**src/verilog/hazard_pkg.sv**
```systemverilog
// pipeline hazard definitions
package hazard_pkg;

    // general register index.
    typedef logic [4:0] reg_addr_t;

    // decode class of the instruction held in ID.
    typedef logic [3:0] id_class_t;

    localparam id_class_t CLASS_OTHER   = 4'd0;
    localparam id_class_t CLASS_BRANCH  = 4'd1;
    localparam id_class_t CLASS_JALR    = 4'd2;
    localparam id_class_t CLASS_FENCE_I = 4'd3;
    localparam id_class_t CLASS_EBREAK  = 4'd4;

    // writeback select, WB_EXE up to WB_CSRRWI write rd.
    typedef logic [3:0] wb_sel_t;

    localparam wb_sel_t WB_NONE    = 4'd0;
    localparam wb_sel_t WB_EXE     = 4'd1;
    localparam wb_sel_t WB_MEM     = 4'd2;
    localparam wb_sel_t WB_IMM     = 4'd3;
    localparam wb_sel_t WB_SNPC    = 4'd4;
    localparam wb_sel_t WB_CSRRW   = 4'd5;
    localparam wb_sel_t WB_CSRRS   = 4'd6;
    localparam wb_sel_t WB_CSRRWI  = 4'd7;
    localparam wb_sel_t WB_ECALL   = 4'd8;
    localparam wb_sel_t WB_EBREAK  = 4'd9;
    localparam wb_sel_t WB_ILLEGAL = 4'd10;

    // execute operation.
    typedef logic [4:0] exe_op_t;

    localparam exe_op_t EXE_NOP = 5'd0;

    // operand source kind of the execute stage.
    typedef logic [2:0] exe_src_t;

    localparam exe_src_t SRC_NOP  = 3'd0;
    localparam exe_src_t SRC_R_R  = 3'd1;
    localparam exe_src_t SRC_R_I  = 3'd2;
    localparam exe_src_t SRC_PC_I = 3'd3;

    // memory operation, only stores read rs2.
    typedef logic [3:0] mem_op_t;

    localparam mem_op_t MEM_NONE = 4'd0;
    localparam mem_op_t MEM_LB   = 4'd1;
    localparam mem_op_t MEM_LW   = 4'd2;
    localparam mem_op_t MEM_SB   = 4'd8;
    localparam mem_op_t MEM_SH   = 4'd9;
    localparam mem_op_t MEM_SW   = 4'd10;
    localparam mem_op_t MEM_SD   = 4'd11;

    // register sources checked for hazards.
    localparam int NUM_SRC     = 5;
    localparam int SRC_ID_RS1  = 0;
    localparam int SRC_ID_RS2  = 1;
    localparam int SRC_EXE_RS1 = 2;
    localparam int SRC_EXE_RS2 = 3;
    localparam int SRC_MEM_RS2 = 4;

    // older stages that can write rd, youngest first.
    localparam int NUM_WRITERS = 3;
    localparam int WR_EXE      = 0;
    localparam int WR_MEM      = 1;
    localparam int WR_WB       = 2;

endpackage

```
**src/verilog/source_decode.sv**
```systemverilog
// register source decode
`timescale 1ns/1ps

module source_decode
    import hazard_pkg::*;
#(
    parameter int NUM_SRC = hazard_pkg::NUM_SRC
) (
    input  id_class_t               id_class,
    input  logic                    id_valid,
    input  reg_addr_t               id_rs1,
    input  reg_addr_t               id_rs2,
    input  logic                    exe_valid,
    input  exe_op_t                 exe_op,
    input  exe_src_t                exe_src,
    input  reg_addr_t               exe_rs1,
    input  reg_addr_t               exe_rs2,
    input  logic                    mem_valid,
    input  mem_op_t                 mem_op,
    input  reg_addr_t               mem_rs2,
    output logic [NUM_SRC-1:0]      src_read,
    output reg_addr_t [NUM_SRC-1:0] src_addr
);

    logic id_rs1_read;
    logic id_rs2_read;
    logic exe_rs1_read;
    logic exe_rs2_read;
    logic mem_rs2_read;

    // branches compare both sources, jalr only needs the base.
    assign id_rs1_read = id_valid && (id_class == CLASS_BRANCH || id_class == CLASS_JALR);
    assign id_rs2_read = id_valid && (id_class == CLASS_BRANCH);

    always_comb begin
        exe_rs1_read = 1'b0;
        exe_rs2_read = 1'b0;
        if (exe_valid && exe_op != EXE_NOP) begin
            case (exe_src)
                SRC_R_R: begin
                    exe_rs1_read = 1'b1;
                    exe_rs2_read = 1'b1;
                end
                SRC_R_I: begin
                    exe_rs1_read = 1'b1;
                end
                default: begin
                end
            endcase
        end
    end

    // store data is read in MEM.
    always_comb begin
        case (mem_op)
            MEM_SB, MEM_SH, MEM_SW, MEM_SD: mem_rs2_read = mem_valid;
            default:                        mem_rs2_read = 1'b0;
        endcase
    end

    assign src_read[SRC_ID_RS1]  = id_rs1_read;
    assign src_read[SRC_ID_RS2]  = id_rs2_read;
    assign src_read[SRC_EXE_RS1] = exe_rs1_read;
    assign src_read[SRC_EXE_RS2] = exe_rs2_read;
    assign src_read[SRC_MEM_RS2] = mem_rs2_read;

    assign src_addr[SRC_ID_RS1]  = id_rs1;
    assign src_addr[SRC_ID_RS2]  = id_rs2;
    assign src_addr[SRC_EXE_RS1] = exe_rs1;
    assign src_addr[SRC_EXE_RS2] = exe_rs2;
    assign src_addr[SRC_MEM_RS2] = mem_rs2;

endmodule

```
**src/verilog/writer_match.sv**
```systemverilog
// stage writer match
`timescale 1ns/1ps

module writer_match
    import hazard_pkg::*;
#(
    parameter int NUM_SRC = hazard_pkg::NUM_SRC
) (
    input  logic                    valid,
    input  wb_sel_t                 wb_sel,
    input  reg_addr_t               rd,
    input  reg_addr_t [NUM_SRC-1:0] src_addr,
    output logic [NUM_SRC-1:0]      match
);

    logic rd_write;

    // csr instructions also return the old value to rd.
    always_comb begin
        case (wb_sel)
            WB_EXE,
            WB_MEM,
            WB_IMM,
            WB_SNPC,
            WB_CSRRW,
            WB_CSRRS,
            WB_CSRRWI: rd_write = valid;
            default:   rd_write = 1'b0;
        endcase
    end

    // x0 is compared like any other register.
    for (genvar j = 0; j < NUM_SRC; j++) begin : g_cmp
        assign match[j] = rd_write && (src_addr[j] == rd);
    end

endmodule

```
**src/verilog/stall_control.sv**
```systemverilog
// pipeline stall and bubble control
`timescale 1ns/1ps

module stall_control
    import hazard_pkg::*;
#(
    parameter int NUM_SRC     = hazard_pkg::NUM_SRC,
    parameter int NUM_WRITERS = hazard_pkg::NUM_WRITERS
) (
    input  logic [NUM_SRC-1:0]                  src_read,
    input  logic [NUM_WRITERS-1:0][NUM_SRC-1:0] match,
    input  id_class_t                           id_class,
    input  logic                                id_valid,
    input  logic                                exe_valid,
    input  logic                                mem_valid,
    input  logic                                if_ok,
    input  logic                                mem_ok,
    input  logic                                redirect,
    output logic                                if_reg_enable,
    output logic                                id_reg_valid,
    output logic                                id_reg_enable,
    output logic                                exe_reg_valid,
    output logic                                exe_reg_enable,
    output logic                                mem_reg_valid,
    output logic                                mem_reg_enable,
    output logic                                wb_reg_valid
);

    // youngest writer that is still older than the stage reading the source.
    function automatic int first_writer(input int src);
        case (src)
            SRC_ID_RS1,
            SRC_ID_RS2:  first_writer = WR_EXE;
            SRC_EXE_RS1,
            SRC_EXE_RS2: first_writer = WR_MEM;
            default:     first_writer = WR_WB;
        endcase
    endfunction

    logic [NUM_SRC-1:0] src_conflict;
    logic               id_hazard;
    logic               exe_hazard;
    logic               mem_hazard;
    logic               fence_wait;
    logic               pipe_stall;

    for (genvar j = 0; j < NUM_SRC; j++) begin : g_src
        localparam int FIRST = first_writer(j);

        logic [NUM_WRITERS-1:0] writer_hit;

        for (genvar k = 0; k < NUM_WRITERS; k++) begin : g_wr
            assign writer_hit[k] = match[k][j];
        end

        // writers younger than the reader are not yet in its way.
        assign src_conflict[j] = src_read[j] && (|(writer_hit >> FIRST));
    end

    assign id_hazard  = src_conflict[SRC_ID_RS1] || src_conflict[SRC_ID_RS2];
    assign exe_hazard = src_conflict[SRC_EXE_RS1] || src_conflict[SRC_EXE_RS2];
    assign mem_hazard = src_conflict[SRC_MEM_RS2];

    // fence.i waits until older stores have left EXE and MEM.
    assign fence_wait = (id_class == CLASS_FENCE_I) && (exe_valid || mem_valid);

    // any hazard holds the front end so the reader stays in place.
    assign pipe_stall = fence_wait || !mem_ok || id_hazard || exe_hazard || mem_hazard;

    assign if_reg_enable = !pipe_stall && if_ok;
    assign id_reg_enable = !pipe_stall;

    // a taken redirect kills the fetched instruction.
    assign id_reg_valid = !(id_valid && redirect);

    assign exe_reg_valid = !((id_class == CLASS_FENCE_I) || id_hazard
                             || (id_valid && id_class == CLASS_EBREAK));

    assign exe_reg_enable = mem_ok && !exe_hazard && !mem_hazard;
    assign mem_reg_valid  = !exe_hazard;

    assign mem_reg_enable = mem_ok && !mem_hazard;
    assign wb_reg_valid   = !mem_hazard;

endmodule

```
**src/verilog/conflict_detector.sv**
```systemverilog
// pipeline conflict detector
`timescale 1ns/1ps

module conflict_detector
    import hazard_pkg::*;
#(
    parameter int NUM_SRC     = hazard_pkg::NUM_SRC,
    parameter int NUM_WRITERS = hazard_pkg::NUM_WRITERS
) (
    input  id_class_t id_class,
    input  logic      id_valid,
    input  reg_addr_t id_rs1,
    input  reg_addr_t id_rs2,
    input  logic      redirect,
    input  logic      if_ok,
    input  logic      exe_valid,
    input  exe_op_t   exe_op,
    input  exe_src_t  exe_src,
    input  wb_sel_t   exe_wb_sel,
    input  reg_addr_t exe_rd,
    input  reg_addr_t exe_rs1,
    input  reg_addr_t exe_rs2,
    input  logic      mem_valid,
    input  logic      mem_ok,
    input  mem_op_t   mem_op,
    input  wb_sel_t   mem_wb_sel,
    input  reg_addr_t mem_rd,
    input  reg_addr_t mem_rs2,
    input  logic      wb_valid,
    input  wb_sel_t   wb_wb_sel,
    input  reg_addr_t wb_rd,
    output logic      if_reg_enable,
    output logic      id_reg_valid,
    output logic      id_reg_enable,
    output logic      exe_reg_valid,
    output logic      exe_reg_enable,
    output logic      mem_reg_valid,
    output logic      mem_reg_enable,
    output logic      wb_reg_valid
);

    logic [NUM_SRC-1:0]                  src_read;
    reg_addr_t [NUM_SRC-1:0]             src_addr;
    logic [NUM_WRITERS-1:0][NUM_SRC-1:0] match;
    logic [NUM_WRITERS-1:0]              wr_valid;
    wb_sel_t [NUM_WRITERS-1:0]           wr_wb_sel;
    reg_addr_t [NUM_WRITERS-1:0]         wr_rd;

    source_decode #(
        .NUM_SRC(NUM_SRC)
    ) source_decode_inst (
        .id_class (id_class),
        .id_valid (id_valid),
        .id_rs1   (id_rs1),
        .id_rs2   (id_rs2),
        .exe_valid(exe_valid),
        .exe_op   (exe_op),
        .exe_src  (exe_src),
        .exe_rs1  (exe_rs1),
        .exe_rs2  (exe_rs2),
        .mem_valid(mem_valid),
        .mem_op   (mem_op),
        .mem_rs2  (mem_rs2),
        .src_read (src_read),
        .src_addr (src_addr)
    );

    // older stages in writer order.
    assign wr_valid[WR_EXE]  = exe_valid;
    assign wr_valid[WR_MEM]  = mem_valid;
    assign wr_valid[WR_WB]   = wb_valid;
    assign wr_wb_sel[WR_EXE] = exe_wb_sel;
    assign wr_wb_sel[WR_MEM] = mem_wb_sel;
    assign wr_wb_sel[WR_WB]  = wb_wb_sel;
    assign wr_rd[WR_EXE]     = exe_rd;
    assign wr_rd[WR_MEM]     = mem_rd;
    assign wr_rd[WR_WB]      = wb_rd;

    for (genvar k = 0; k < NUM_WRITERS; k++) begin : g_writer
        writer_match #(
            .NUM_SRC(NUM_SRC)
        ) writer_match_inst (
            .valid   (wr_valid[k]),
            .wb_sel  (wr_wb_sel[k]),
            .rd      (wr_rd[k]),
            .src_addr(src_addr),
            .match   (match[k])
        );
    end

    stall_control #(
        .NUM_SRC    (NUM_SRC),
        .NUM_WRITERS(NUM_WRITERS)
    ) stall_control_inst (
        .src_read      (src_read),
        .match         (match),
        .id_class      (id_class),
        .id_valid      (id_valid),
        .exe_valid     (exe_valid),
        .mem_valid     (mem_valid),
        .if_ok         (if_ok),
        .mem_ok        (mem_ok),
        .redirect      (redirect),
        .if_reg_enable (if_reg_enable),
        .id_reg_valid  (id_reg_valid),
        .id_reg_enable (id_reg_enable),
        .exe_reg_valid (exe_reg_valid),
        .exe_reg_enable(exe_reg_enable),
        .mem_reg_valid (mem_reg_valid),
        .mem_reg_enable(mem_reg_enable),
        .wb_reg_valid  (wb_reg_valid)
    );

endmodule

```
**config.mk**
```make
export PLATFORM = sky130hd
export DESIGN_NAME = conflict_detector
export DESIGN_NICKNAME = d
export VERILOG_FILES = /design/src/verilog/hazard_pkg.sv /design/src/verilog/source_decode.sv /design/src/verilog/writer_match.sv /design/src/verilog/stall_control.sv /design/src/verilog/conflict_detector.sv
export SDC_FILE = /design/constraint.sdc
export NUM_CORES = 1
export LEC_CHECK = 0
export BUFFER_PORTS_ARGS = -buffer_cell sky130_fd_sc_hd__buf_4
export CAP_MARGIN = 5
export CORE_MARGIN = 2
export CORE_UTILIZATION = 36
export DETAILED_ROUTE_END_ITERATION = 6
export MAX_ROUTING_LAYER = met4
export PLACE_DENSITY = 0.8
export SYNTH_ARGS = -nofsm -noshare
export SYNTH_HDL_FRONTEND = slang
export SYNTH_SLANG_ARGS = --single-unit
```
**constraint.sdc**
```tcl
create_clock -name vclk -period 2
set_input_delay 0.4 -clock vclk [all_inputs]
set_output_delay 0.4 -clock vclk [all_outputs]
set_load 0.02 [all_outputs]
```
==> flow_summary.yaml <==
pwr:
  internal_power_mw: 0.216
  power_frac_seq_pct: 0
  report.power.total_mw: 0.374
  pleak_nw: 0.813
  netSwitchingFraction_pct: 42.2
  vdd_ir_drop_max_v: 0.000147
  p_comb_share_pct: 100.0
  clock_power_share_pct: 0
  netSwitchingPower_mw: 0.158
  power_density_nw_per_um2: 204
hold_path:
  worst_hold_startpoint: "redirect"
  worst_hold_path.num_cells: 3
  whs_endpoint: "id_reg_valid"
  timing.hold.worst.class: "in -> out"
synthesis:
  synth_largest_type_area_fraction_pct: 28.8
  synth-warning-count: 0
  synthesis.area_um2: 943
  seq_area_frac_synth_pct: 0
  yosys.cell_types.count: 25
  synth.largest_area_cell: "xor2_1"
  synth_top_cells_by_count: "xor2_1, xnor2_1, nor2_1, nand4_1, nor3_1"
  synthMostInstantiatedCell: "xor2_1"
  netlist_top_cells_area: "xor2_1, xnor2_1, clkbuf_8"
  syn_nets: 200
  synth.avg_cell_area_um2: 7.55
  synthesis.instances: 125
floorplan:
  chipWidth_um: 55.2
  die_footprint_um2: 3050
  design.portCount: 83
  row_count: 18
  die-height_um: 55.2
  floorplan.initialDensity_pct: 38.1
  placeable_core_region_um2: 2480
detailed_routing:
  detail-route-antenna-nets: 0
  drtIter0Drc: 3
  drcViolationCount: 0
  detailroute.via_count: 1205
  post_drt_via_cell_ratio: 4.88
  postRouteWirelength_um: 3360
  drt_first_pass_iters: 4
  route.detailed.wl_per_inst_um: 13.6
sta:
  worst_case_setup_margin_in_the_final_layout_ns: -0.297
  period_share_pct: 115
  timing.slew.headroom_pct: 77.3
  rsz0062_at_grt: "yes"
  min_period_ns: 2.30
  fmax_ghz: 0.435
  hold_violations: 0
  report.final.setup_viol: 6
  worstMarginPinSlew_ns: 0.336
  timing_max_transition_violations_final: 0
finish:
  drive_gt1_share_pct: 56.2
  seqCellArea_um2: 0
  fin_area_um2: 1840
  finalCoreUtilization_pct: 74.1
  post_layout_nonfiller_instances: 247
  layout.nets: 294
  clock_buffer_count: 0
  final.fill_count: 181
  antenna_cells: 0
  numSequentialCells: 0
  syn2layout_area_growth_pct: 94.6
global_route:
  track_usage_pct: 22.1
  antenna_found_initial: 0
  grt_pass1_vias: 1140
  grt.overflow.total: 0
  grt_first_pass_wirelength_um: 4880
  pin_count_of_the_biggest_net_entering_global_routing: 6
setup_path:
  critical_path.endpoint_type: "output port"
  worst-endpoint-arrival_ns: 1.90
  criticalPathCategory: "in -> out"
  critical_path.startpoint: "wb_wb_sel[0]"
  critical_path_required_ns: 1.60
  startpoint_type: "input pin"
  worstPathMaxFanout: 3
placement:
  placedInstanceArea_um2: 1690
  cell_count_after_placement: 246
  gpl.final_weighted_congestion: 0.939
  detailedPlacementHpwl_um: 2930
  dpl_worst_slack_ns: -0.381
  place.port_buffers: 81
outcome:
  run_status: "finished, violations left"
  failed_checks: "negative setup slack"
flow_run:
  max_cap_viol_count: 0
clocking:
  postCtsHoldBufs: 0
layout make-up:
cell class / instances / area, um^2 / area share, %
Multi-Input combinational cell: 117 / 1000 / 54.6
Timing Repair Buffer: 97 / 785 / 42.7
Tap cell: 30 / 37.5 / 2.04
Inverter: 3 / 11.3 / 0.613
per-layer routing:
metal | global-route usage, % | share of wire (%) | vias up
li1 | - | - | 617
met1 | 26.0 | 38 | 529
met2 | 42.3 | 53 | 55
met3 | 1.61 | 8.9 | 4
met4 | 2.03 | 0.83 | 0
met5 | - | 0 | -
power groups by stage:
stage	Sequential (mW)	Clock (mW)	Combinational (mW)
6_report	0	0	0.374
5_1_grt	0	0	0.405
4_1_cts	0	0	0.358
3_3_place_gp	0	0	0.331
3_5_place_dp	0	0	0.340
2_1_floorplan	0	0	0.158
kinds of logic (layout without fill, tap and decap cells):
logic type / count (synthesis) / count (layout) / share of synthesized area [%]
XOR/XNOR: 56 / 56 / 52.0
AND/OR/NAND/NOR: 51 / 51 / 31.7
AO/OA/AOI/OAI: 10 / 10 / 7.83
buffers and inverters: 8 / 100 / 8.49
cell usage in the layout (no fill, tap or decap), types with 2 or more instances in the layout:
master   instances
nor4_4           4
o21ai_0          3
xnor2_1         21
nand2_1          2
nor2_1           9
nand3_1          6
inv_2            2
xor2_1          30
buf_6           13
nor2b_1          2
or3_4            2
xnor2_2          4
a31oi_1          2
nand4_1          8
nor3_1           7
buf_4           83
and2_4           2
worst max path at each step:
stage | slack [ns] | endpoint | cells past startpoint
floorplan | -0.12 | id_reg_enable | 6
global placement | -0.35 | if_reg_enable | 9
detailed placement | -0.38 | id_reg_enable | 9
CTS | -0.32 | id_reg_enable | 8
global route | -0.36 | id_reg_enable | 8
finish | -0.30 | id_reg_enable | 8
worst max-delay path: stages:
cell and delay, ns:
buf_6 0.09, or3_4 0.40, and2_4 0.16, nand4_1 0.06, a31oi_1 0.08, a41o_2 0.28, nor4_4 0.25, buf_4 0.17
per-stage QoR:
stage               hold slack, ns  TNS [ns]
floorplan                    0.917    -0.347
global placement              1.06     -1.40
detailed placement            1.06     -1.53
CTS                           1.06     -1.17
global route                  1.09     -1.47
finish                        1.06     -1.16
repair_timing:
| item | in CTS | in global routing |
|---|---|---|
| gates resized for setup | 13 | 17 |
| setup buffers | 2 | 0 |
| pin swaps | 12 | 2 |
| endpoints found under the setup margin | 6 | 7 |
Note: power is estimated with default switching activity, not from simulation.
